===== src/design/read_cache_pkg.sv =====
package read_cache_pkg;

    // cache geometry
    localparam int CACHE_BYTES    = 1024;
    localparam int LINE_BITS      = 128;
    localparam int WORDS_PER_LINE = LINE_BITS / 32;
    localparam int NUM_LINES      = CACHE_BYTES * 8 / LINE_BITS;
    localparam int INDEX_W        = $clog2(NUM_LINES);
    localparam int WORD_W         = $clog2(WORDS_PER_LINE);
    localparam int TAG_W          = 32 - INDEX_W - WORD_W - 2;

    // AHB-Lite encodings
    localparam logic [1:0] HTRANS_IDLE   = 2'b00;
    localparam logic [1:0] HTRANS_NONSEQ = 2'b10;
    localparam logic [1:0] HTRANS_SEQ    = 2'b11;
    localparam logic [2:0] HBURST_WRAP4  = 3'b010;

    typedef logic [31:0] word_t;

    // word 0 sits in the low bits
    typedef logic [WORDS_PER_LINE-1:0][31:0] line_t;

    typedef struct packed {
        logic [TAG_W-1:0]   tag;
        logic [INDEX_W-1:0] index;
        logic [WORD_W-1:0]  word;
        logic [1:0]         byte_off;
    } addr_fields_t;

    // same address seen as a bus word or as cache fields
    typedef union packed {
        word_t        flat;
        addr_fields_t f;
    } cache_addr_u;

    typedef struct packed {
        logic        valid;
        cache_addr_u addr;
    } lookup_t;

    // downstream, driven by the master
    typedef struct packed {
        word_t      haddr;
        logic [1:0] htrans;
        logic [2:0] hburst;
        logic       hwrite;
    } ahb_m_t;

    // downstream, driven by the slave
    typedef struct packed {
        word_t hrdata;
        logic  hready;
    } ahb_s_t;

    // completed refill, valid for one cycle
    typedef struct packed {
        logic        valid;
        cache_addr_u addr;
        line_t       line;
        word_t       crit;
    } fill_t;

endpackage


===== src/design/ahb_slave_port.sv =====
module ahb_slave_port (
    input  logic                     upstream_intf,
    input  logic                     rst_n,
    input  read_cache_pkg::word_t    haddr,
    input  logic [1:0]               htrans,
    output logic                     hready,
    output read_cache_pkg::word_t    hrdata,
    output read_cache_pkg::lookup_t  lookup,
    input  logic                     hit,
    input  read_cache_pkg::word_t    hit_word,
    input  read_cache_pkg::fill_t    fill
);
    import read_cache_pkg::*;

    logic        accept;
    logic        lookup_valid_q;
    cache_addr_u lookup_addr_q;
    logic        pending_q;
    logic        new_miss;

    // only single NONSEQ reads are taken
    assign accept = (htrans == HTRANS_NONSEQ) && hready;

    // lookup strobe lasts the first data-phase cycle only
    assign new_miss = lookup_valid_q && !hit;

    always_ff @(posedge upstream_intf) begin
        if (!rst_n) begin
            lookup_valid_q <= 1'b0;
            pending_q      <= 1'b0;
        end else begin
            lookup_valid_q <= accept;
            if (new_miss) begin
                pending_q <= 1'b1;
            end else if (fill.valid) begin
                pending_q <= 1'b0;
            end
        end
    end

    // address held until the transfer ends
    always_ff @(posedge upstream_intf) begin
        if (accept) begin
            lookup_addr_q.flat <= haddr;
        end
    end

    assign lookup.valid = lookup_valid_q;
    assign lookup.addr  = lookup_addr_q;

    // low from the miss cycle until the refill lands
    always_comb begin
        if (pending_q) begin
            hready = fill.valid;
        end else begin
            hready = !new_miss;
        end
    end

    // critical word goes out on completion of a refill
    always_comb begin
        if (pending_q) begin
            hrdata = fill.crit;
        end else begin
            hrdata = hit_word;
        end
    end

endmodule


===== config.mk =====
export PLATFORM = sky130hd
export DESIGN_NAME = ahb_slave_port
export DESIGN_NICKNAME = d
export VERILOG_FILES = /design/src/design/read_cache_pkg.sv /design/src/design/ahb_slave_port.sv
export SDC_FILE = /design/constraint.sdc
export NUM_CORES = 1
export LEC_CHECK = 0
export BUFFER_PORTS_ARGS = -buffer_cell sky130_fd_sc_hd__buf_2
export CAP_MARGIN = 20
export CORE_AREA = 4 4 124 126
export CTS_CLUSTER_DIAMETER = 150
export DETAILED_ROUTE_END_ITERATION = 10
export DIE_AREA = 0 0 128 130
export MAX_ROUTING_LAYER = met4
export PLACE_DENSITY_LB_ADDON = 0.08
export REMOVE_ABC_BUFFERS = 1
export SYNTH_ARGS = -nofsm -noshare
export SYNTH_HDL_FRONTEND = slang
export SYNTH_SLANG_ARGS = --single-unit

===== constraint.sdc =====
create_clock -name upstream_intf -period 4.5 [get_ports upstream_intf]
set_input_delay 0.45 -clock upstream_intf [delete_from_list [all_inputs] [get_ports upstream_intf]]
set_output_delay 0.45 -clock upstream_intf [all_outputs]
set_load 0.05 [all_outputs]

==> out/summary.txt <==
CP Buf/Inv Count -> 1
Worst EP required -> 4.05 ns
Psw -> 0.291 mW
Number of synthesized flops with an enable pin -> 32
Crit-path leading delay family -> flip-flops
Area Growth Syn to Fin -> 72.2%
Fin crit share -> 0.537
FFs w/ async S/R, synth -> 0
CTS max path bufs -> 2
Pwr Density -> 340 mW/mm^2
Share of layout cells above drive strength 1 -> 0.852
Synth cell count leaders -> edfxtp_1 (32), mux2_4 (30), buf_12 (3)
DRC -> 0
DRT iter0 DRCs -> 13
Worst hold slack -> 0.342 ns
Post-route ant nets -> 0
Tightest Hold Check Type -> input port to flop
Global-route wire length before repair -> 7.71 mm
Fin Setup TNS -> 0 ns
CP max FO -> 34
Max Fclk -> 414 MHz
Total number of vias -> 1333
Mean Syn Cell Area -> 20.5 um^2
Global placement routability congestion -> 0.620
Final number of hold-violating endpoints -> 0
Setup violators final -> 0
Worst endpoint data arrival time -> 1.97 ns
Cells after synthesis -> 79
Sw frac -> 0.306
Hpwl dp -> 4.89 mm
Seq pwr share -> 0.388
Cts hold-fix bufs -> 0
Synth Warn # -> 0
Post-synth top flop -> edfxtp_1
WL per Instance -> 13.3 um
Crit end category -> output port
Actual slew at the worst max-slew pin -> 1.08 ns
CTS Buf Count -> 5
# rows -> 44
Count of final max-slew check failures -> 0
Crit start category -> flop
Final min period -> 2.42 ns
Critical path class -> flop to output port
Max incr delay on CP -> 1.04 ns
# nets final -> 511
Root buf cell -> clkbuf_16
Clock transition at the registers of the reported paths -> 0.06 ns
H-tree depth -> 2
Leak pwr -> 1.29 nW
Clock Skew -> 0.00453 ns
Slowest-stage cell, CP -> dfxtp_2
Flop2flop setup slack -> 2.28 ns
MaxCap Viol Count -> 0
Sequential area share after synthesis -> 0.617
Relative slew slack -> 0.278
Multi-input gate area -> 548 um^2
Gr usage total -> 0.0666
Post-CTS sizing -> 0
Number of port buffers -> 167
Full die area -> 0.0166 mm^2
WL final -> 5.87 mm
Die Wd -> 128 um
Core area -> 0.0143 mm^2
Initial Utilization -> 0.113
Synth area leader -> edfxtp_1
Cell chain of the critical path -> nor2b_4 -> nor2_1 -> buf_2
Via density per instance -> 3.02
Die Y -> 130 um
Pin count of the biggest net entering global routing -> 35
CTS tree -> done
Fillers -> 1595
Vias in the first global route -> 1347
Total clock sinks -> 34
Comb power frac -> 0.236
Dominant cells by area after synthesis -> edfxtp_1 (59%), mux2_4 (28%), buf_12 (3.7%), dfxtp_1 (2.5%), mux2_2 (1.4%)
Yosys reg bits -> 34
I/O pin cnt -> 328
Clock latency at the later pin of the worst-skew pair -> 0.28 ns
Most common cell in the netlist -> edfxtp_1
TritonRoute pass-1 iters -> 2
Cell-internal power -> 0.659 mW
Setup bufs post-CTS -> 0
Post-synth top area share -> 0.592
Antenna violations before repair -> 8
Synth unique cells -> 15
GRT overflow -> 0
Register area -> 0.00100 mm^2
Clock share of power -> 0.376
RSZ-0062 raised after global routing -> no
Status -> complete, no violations
Worst vdd ir -> 0.127 mV
Netlist Area Pre-Place -> 0.00162 mm^2
-- routing by layer --
metal	track usage	share of wire	vias up
met1	0.0760	0.41	562
met3	0.0684	0.22	4
li1	-	-	655
met5	-	0	-
met4	0.0131	0.0063	0
met2	0.0801	0.36	112
-- worst paths after layout --
path / cells past startpoint / end / start
min: 1 / lookup_addr_q[21] / haddr[21]
max reg2reg: 3 / lookup_addr_q[12] / pending_q
min reg2reg: 2 / pending_q / lookup_valid_q
max: 3 / hready / pending_q
-- logic make-up (layout without fill, tap and decap cells) --
| logic type | after synthesis | in the layout | share of synthesized area |
|---|---|---|---|
| AND/OR/NAND/NOR | 7 | 7 | 0.0385 |
| flip-flops | 34 | 34 | 0.617 |
| multiplexers | 32 | 32 | 0.291 |
| other | 0 | 8 | 0 |
| buffers and inverters | 5 | 176 | 0.0486 |
| AO/OA/AOI/OAI | 1 | 1 | 0.00463 |
-- worst register-to-register path, cell delays in order (launching register included) --
cell and delay [ns]:
dfxtp_2 1.04, nor3b_2 0.18, nor3_2 0.20, buf_4 0.41
-- flip-flops by register name, summed over array words and instances (netlist names) --
register and cells:
pending_q 1, lookup_addr_q 32, lookup_valid_q 1
-- layout make-up --
class / instances / area share
timing repair buffer: 168 / 0.302
clock inverter: 2 / 0.00448
tap: 184 / 0.0824
sequential: 34 / 0.359
multi-input combinational: 40 / 0.196
antenna: 8 / 0.00716
clock buffer: 6 / 0.0497
-- through the flow --
stage          total power [mW]  utilization  instance area [um^2]  std cells  worst slack (ns)
6_report                  0.951        0.195                  2800        442              2.08
4_1_cts                   0.976        0.194                  2780        434              2.02
3_5_place_dp              0.603        0.183                  2620        426              2.22
3_3_place_gp              0.604        0.183                  2620        426              2.18
5_1_grt                    1.00        0.195                  2800        442              1.95
2_1_floorplan             0.528            -                  1540         74             0.160
-- power groups by stage --
stage               Combinational, mW  Sequential (mW)  Clock [mW]
finish                          0.225            0.369       0.357
global route                    0.237            0.370       0.395
CTS                             0.228            0.369       0.379
detailed placement              0.228            0.376           0
global placement                0.228            0.376           0
floorplan                       0.107            0.421           0
-- cell usage in the layout, fill, tap and decap left out, drive strengths merged --
| cell | count |
|---|---|
| nor3b | 1 |
| clkinvlp | 1 |
| nor2b | 2 |
| buf | 168 |
| diode | 8 |
| edfxtp | 32 |
| mux2 | 32 |
| clkbuf | 6 |
| o21a | 1 |
| clkinv | 1 |
| nor4b | 1 |
| nor3 | 1 |
| dfxtp | 2 |
| nor2 | 1 |
| nand2b | 1 |
Note: power is estimated with default switching activity, not from simulation.
