[src/design/read_cache_pkg.sv]
package read_cache_pkg;

    // cache geometry
    localparam int CACHE_BYTES    = 1024;
    localparam int LINE_BITS      = 128;
    localparam int WORDS_PER_LINE = LINE_BITS / 32;
    localparam int NUM_LINES      = CACHE_BYTES * 8 / LINE_BITS;
    localparam int INDEX_W        = $clog2(NUM_LINES);
    localparam int WORD_W         = $clog2(WORDS_PER_LINE);
    localparam int TAG_W          = 32 - INDEX_W - WORD_W - 2;

    // AHB-Lite encodings
    localparam logic [1:0] HTRANS_IDLE   = 2'b00;
    localparam logic [1:0] HTRANS_NONSEQ = 2'b10;
    localparam logic [1:0] HTRANS_SEQ    = 2'b11;
    localparam logic [2:0] HBURST_WRAP4  = 3'b010;

    typedef logic [31:0] word_t;

    // word 0 sits in the low bits
    typedef logic [WORDS_PER_LINE-1:0][31:0] line_t;

    typedef struct packed {
        logic [TAG_W-1:0]   tag;
        logic [INDEX_W-1:0] index;
        logic [WORD_W-1:0]  word;
        logic [1:0]         byte_off;
    } addr_fields_t;

    // same address seen as a bus word or as cache fields
    typedef union packed {
        word_t        flat;
        addr_fields_t f;
    } cache_addr_u;

    typedef struct packed {
        logic        valid;
        cache_addr_u addr;
    } lookup_t;

    // downstream, driven by the master
    typedef struct packed {
        word_t      haddr;
        logic [1:0] htrans;
        logic [2:0] hburst;
        logic       hwrite;
    } ahb_m_t;

    // downstream, driven by the slave
    typedef struct packed {
        word_t hrdata;
        logic  hready;
    } ahb_s_t;

    // completed refill, valid for one cycle
    typedef struct packed {
        logic        valid;
        cache_addr_u addr;
        line_t       line;
        word_t       crit;
    } fill_t;

endpackage

[src/design/refill_master.sv]
module refill_master (
    input  logic                     upstream_intf,
    input  logic                     rst_n,
    input  read_cache_pkg::lookup_t  lookup,
    input  logic                     miss,
    output read_cache_pkg::ahb_m_t   down_m,
    input  read_cache_pkg::ahb_s_t   down_s,
    output read_cache_pkg::fill_t    fill
);
    import read_cache_pkg::*;

    typedef enum logic [1:0] {
        ST_IDLE,
        ST_ADDR,
        ST_LAST
    } state_t;

    state_t            state_q;
    logic [WORD_W-1:0] addr_cnt_q;
    logic              dp_valid_q;
    logic [WORD_W-1:0] dp_word_q;
    cache_addr_u       req_q;
    line_t             line_q;
    word_t             crit_q;
    logic              fill_valid_q;

    logic              start;
    logic              addr_phase;
    logic              addr_taken;
    logic              data_taken;
    cache_addr_u       base;
    cache_addr_u       beat_addr;

    assign start = (state_q == ST_IDLE) && miss && lookup.valid;

    // NONSEQ goes out in the miss cycle itself
    assign addr_phase = start || (state_q == ST_ADDR);
    assign addr_taken = addr_phase && down_s.hready;
    assign data_taken = dp_valid_q && down_s.hready;

    assign base = (state_q == ST_IDLE) ? lookup.addr : req_q;

    // word field wraps inside the 16-byte line
    always_comb begin
        beat_addr.f.tag      = base.f.tag;
        beat_addr.f.index    = base.f.index;
        beat_addr.f.word     = base.f.word + addr_cnt_q;
        beat_addr.f.byte_off = 2'b00;
    end

    always_comb begin
        down_m.haddr  = beat_addr.flat;
        down_m.hburst = HBURST_WRAP4;
        down_m.hwrite = 1'b0;
        if (!addr_phase) begin
            down_m.htrans = HTRANS_IDLE;
        end else if (addr_cnt_q == '0) begin
            down_m.htrans = HTRANS_NONSEQ;
        end else begin
            down_m.htrans = HTRANS_SEQ;
        end
    end

    always_ff @(posedge upstream_intf) begin
        if (!rst_n) begin
            state_q      <= ST_IDLE;
            addr_cnt_q   <= '0;
            dp_valid_q   <= 1'b0;
            fill_valid_q <= 1'b0;
        end else begin
            fill_valid_q <= 1'b0;
            // hready low stalls both phases
            if (down_s.hready) begin
                dp_valid_q <= addr_phase;
            end
            if (addr_taken) begin
                addr_cnt_q <= addr_cnt_q + 1'b1;
            end
            case (state_q)
                ST_IDLE: begin
                    if (start) begin
                        state_q <= ST_ADDR;
                    end
                end
                ST_ADDR: begin
                    if (addr_taken && addr_cnt_q == WORD_W'(WORDS_PER_LINE - 1)) begin
                        state_q <= ST_LAST;
                    end
                end
                ST_LAST: begin
                    // last data beat completes the line
                    if (data_taken) begin
                        state_q      <= ST_IDLE;
                        fill_valid_q <= 1'b1;
                    end
                end
                default: begin
                    state_q <= ST_IDLE;
                end
            endcase
        end
    end

    always_ff @(posedge upstream_intf) begin
        if (start) begin
            req_q <= lookup.addr;
        end
        if (addr_taken) begin
            dp_word_q <= beat_addr.f.word;
        end
        if (data_taken) begin
            line_q[dp_word_q] <= down_s.hrdata;
            if (dp_word_q == req_q.f.word) begin
                crit_q <= down_s.hrdata;
            end
        end
    end

    assign fill.valid = fill_valid_q;
    assign fill.addr  = req_q;
    assign fill.line  = line_q;
    assign fill.crit  = crit_q;

endmodule

[config.mk]
export PLATFORM = sky130hd
export DESIGN_NAME = refill_master
export DESIGN_NICKNAME = d
export VERILOG_FILES = /design/src/design/read_cache_pkg.sv /design/src/design/refill_master.sv
export SDC_FILE = /design/constraint.sdc
export NUM_CORES = 1
export LEC_CHECK = 0
export BUFFER_PORTS_ARGS = -buffer_cell sky130_fd_sc_hd__buf_4
export CORE_ASPECT_RATIO = 1.5
export CORE_MARGIN = 2
export CORE_UTILIZATION = 35
export DETAILED_ROUTE_END_ITERATION = 7
export SYNTH_ARGS = -nofsm -noshare
export SYNTH_HDL_FRONTEND = slang
export SYNTH_SLANG_ARGS = --single-unit
export TNS_END_PERCENT = 20
[constraint.sdc]
create_clock -name upstream_intf -period 3.5 [get_ports upstream_intf]
set_input_delay 0.175 -clock upstream_intf [delete_from_list [all_inputs] [get_ports upstream_intf]]
set_output_delay 0.175 -clock upstream_intf [all_outputs]
set_load 0.01 [all_outputs]
==> impl_metrics.env <==
export IMPL_status="completed"
export IMPL_grt_antenna_before_repair=1
export IMPL_rsz0062_at_grt="false"
export IMPL_drt_wl_total_um=16160
export IMPL_place_hpwl_um=10990
export IMPL_power_internal_mw=3.845
export IMPL_finClkSkew_ns=0.01272
export IMPL_yosysUniqueCellTypes=25
export IMPL_synthSimpleGateAreaFrac_pct=2.020
export IMPL_fin_tns_setup_ns=0
export IMPL_power_frac_comb_pct=7.9
export IMPL_max_slew_margin_rel_pct=40.26
export IMPL_synth_compound_area_share_pct=0.2780
export IMPL_cts_setup_buffers=0
export IMPL_insertion_delay_ns=0.42
export IMPL_core_rowCount=62
export IMPL_regToRegStartpoint="state_q[1]"
export IMPL_place_congestion=0.7463
export IMPL_wl_per_cell_um=17.47
export IMPL_grt_max_degree=33
export IMPL_min_period_ns=2.482
export IMPL_cts_sinks=200
export IMPL_drive_gt1_share_pct=54.79
export IMPL_fin_cells=925
export IMPL_routed_via_density=4.329
export IMPL_max_freq_ghz=0.4028
export IMPL_crit_family="flip-flops"
export IMPL_grt_ovfl_total=0
export IMPL_worst_setup_path_type="flip-flop to output pin"
export IMPL_grt_pass1_wl_um=24410
export IMPL_die_w_um=117.4
export IMPL_synth_seq_cells=200
export IMPL_report_final_hold_viol_count=0
export IMPL_syn_instance_count=280
export IMPL_cts_resized=0
export IMPL_synth_top_cell_by_area="edfxtp_1"
export IMPL_pwr_share_clk_pct=37.8
export IMPL_sw_frac_of_total_pct=22.32
export IMPL_cts_root_buf="clkbuf_16"
export IMPL_synth_top_family_by_area="multiplexers"
export IMPL_ir_worst_vdd_mv=0.3214
export IMPL_worstSetupEndpointType="output pin"
export IMPL_htree_levels=4
export IMPL_hold_buffers=65
export IMPL_finalSetupViolCount=0
export IMPL_grt_util_met2_pct=28.36
export IMPL_setup_slack_ns=1.018
export IMPL_power_density_nw_per_um2=471.8
export IMPL_cts_made_buffers=17
export IMPL_die_height_um=174.1
export IMPL_cts_clk_slew_worst_paths_ns=0.08
export IMPL_start_kind="flip-flop"
export IMPL_r2r_slack_ns=1.49
export IMPL_seq_power_share_pct=54.3
export IMPL_ant_nets=0
export IMPL_critPathMaxStageDelay_ns=0.40
export IMPL_p_leak_nw=4.203
export IMPL_slew_viol_final=0
export IMPL_met1_usage_pct=17.39
export IMPL_synthAdderAreaFrac_pct=0.5560
export IMPL_busiest_layer="met2"
export IMPL_dr_pass1_iters=4
export IMPL_cts_buffer_depth=2
export IMPL_cp_cell_sequence="nor2_4, mux2_4, ha_1, xor2_1, xnor2_1, buf_4"
export IMPL_synth_avg_cell_area_sq_um=24.11
export IMPL_yosysSeqAreaShare_pct=88.07
export IMPL_hp_start="down_s[0]"
export IMPL_initial_utilization_pct=35.52
export IMPL_die_area_sq_um=20440
export IMPL_syn_to_final_growth_pct=55.41
export IMPL_yosysWarnings=0
export IMPL_critPathSlowestCell="dfxtp_1"
export IMPL_track_usage_pct=15.61
export IMPL_grt_use_met3_pct=5.020
export IMPL_path_buf_inv=1
export IMPL_period_share_pct=70.93
export IMPL_switching_power_mw=1.105
export IMPL_final_nets=728
export IMPL_port_buffers=293
export IMPL_drc_errors=0
export IMPL_io_pins=300
export IMPL_synthXorXnorAreaFrac_pct=0.5189
export IMPL_num_vias=4004
export IMPL_synth_cell_area_sq_um=6751
export IMPL_grt_pass1_vias=4210
export IMPL_worst_hold_path_type="input port to flip-flop"
export IMPL_cp_required_ns=3.32
export IMPL_netlist_area_leader_share_pct=86.29
export IMPL_drt_iter0_markers=210
export IMPL_coreArea_sq_um=19010
export IMPL_cap_violations=0
export IMPL_dp_cells=828
export IMPL_synth_area_leaders="edfxtp_1 (86%), mux2_4 (6.4%), dfxtp_1 (1.8%)"
export IMPL_cts_tree="built"
export IMPL_worstPathArrival_ns=2.31
export IMPL_tightest_slew_ns=0.8961
export IMPL_power_mw=4.951
export IMPL_cp_startpoint="state_q[1]"
export IMPL_synth_area_mux_share_pct=6.894
export IMPL_critPathMaxFanout=11
export IMPL_pre_cts_slack_ns=1.453
## final timing paths
check	cells after the start	endpoint
setup / recovery	6	down_m[9]
hold / removal	3	dp_valid_q
setup reg to reg	3	req_q[31]
hold reg to reg	2	addr_cnt_q[0]
## flip-flops by register name, summed over array words and instances (netlist names)
signal,count
fill,128
crit_q,32
req_q,32
addr_cnt_q,2
dp_word_q,2
state_q,2
dp_valid_q,1
fill_valid_q,1
## cells by family (layout without fill, tap and decap cells)
logic type | after synthesis | after routing
AOI/OAI and AO/OA | 3 | 3
xor gates and xnor gates | 4 | 4
adders and majority gates | 3 | 3
buffers and inverters | 14 | 398
DFF | 200 | 200
muxes | 32 | 32
other | 2 | 7
and+or+nand+nor | 22 | 22
## cell usage after synthesis
cell,instances
edfxtp_1,194
xor2_1,3
inv_1,3
and3_1,3
buf_4,8
nor3b_4,1
conb_1,2
dfxtp_1,6
mux2_4,29
nor2b_1,1
nor2_1,1
o22ai_1,1
mux2i_1,3
xnor2_1,1
o21a_1,1
ha_1,3
nor3b_1,2
nor2_4,1
buf_6,3
nand2_1,5
nand2b_1,1
nand3_1,1
a21oi_1,1
and2_1,2
nor3_1,4
## power groups by stage
| stage | sequential, mW | clock [mW] | combinational [mW] |
|---|---|---|---|
| 2_1_floorplan | 2.75 | 0 | 0.126 |
| 3_3_place_gp | 2.74 | 0 | 0.328 |
| 3_5_place_dp | 2.74 | 0 | 0.336 |
| 4_1_cts | 2.69 | 1.93 | 0.395 |
| 5_1_grt | 2.69 | 2.02 | 0.419 |
| 6_report | 2.69 | 1.87 | 0.392 |
## worst register-to-register path: cells and delay by family, from the launching register on
family / cells / cell delay (ns)
buffers and inverters: 1 / 0.38
and+or+nand+nor: 2 / 0.89
DFF: 1 / 0.40
## cell type report
class | instances | area (sq um)
Timing Repair Buffer | 364 | 2895
Tap cell | 256 | 320.3
Clock inverter | 14 | 155.1
Multi-Input combinational cell | 70 | 737.0
Antenna cell | 1 | 2.502
Clock buffer | 17 | 425.4
Sequential cell | 200 | 5946
Fill cell | 1504 | 8513
Inverter | 3 | 11.26
## cells in the final DEF (no fill, tap or decap)
cell type	Yosys	layout
o22ai_1	1	1
xnor2_1	1	1
ha_1	3	3
nor2b_1	1	1
buf_4	8	299
and3_1	3	2
nor2_4	1	1
xor2_1	3	3
clkbuf_16	0	17
nor3b_2	0	2
edfxtp_1	194	194
nand2b_1	1	1
and3_2	0	1
nor3_2	0	2
inv_6	0	4
nand3_1	1	1
nor3b_4	1	1
conb_1	2	6
inv_1	3	3
o21a_1	1	1
a21oi_1	1	1
dfxtp_1	6	6
mux2i_1	3	3
dlygate4sd3_1	0	65
clkinv_4	0	2
diode_2	0	1
mux2_4	29	29
and2_1	2	2
nor3_1	4	2
clkinvlp_4	0	2
nand2_1	5	5
nor2_1	1	1
clkinv_8	0	4
inv_8	0	2
## layer usage
metal,vias to the layer above,routed length (um),part of all wire [%]
met5,-,0,0
met4,0,243,1.5
met3,14,1092,6.8
met2,193,8640,53
met1,1958,6185,38
li1,1839,-,-
## metrics by stage
stage	utilization, %	hold WS, ns	area [sq um]
final	55.21	0.09972	10490
after detailed placement	48.72	0.3543	9259
after global placement	48.72	0.3533	9259
after global routing	55.21	0.08695	10490
after CTS	55.19	0.07519	10490
after floorplan	-	0.2739	6766
No activity file was read; power rests on OpenSTA's default activity.
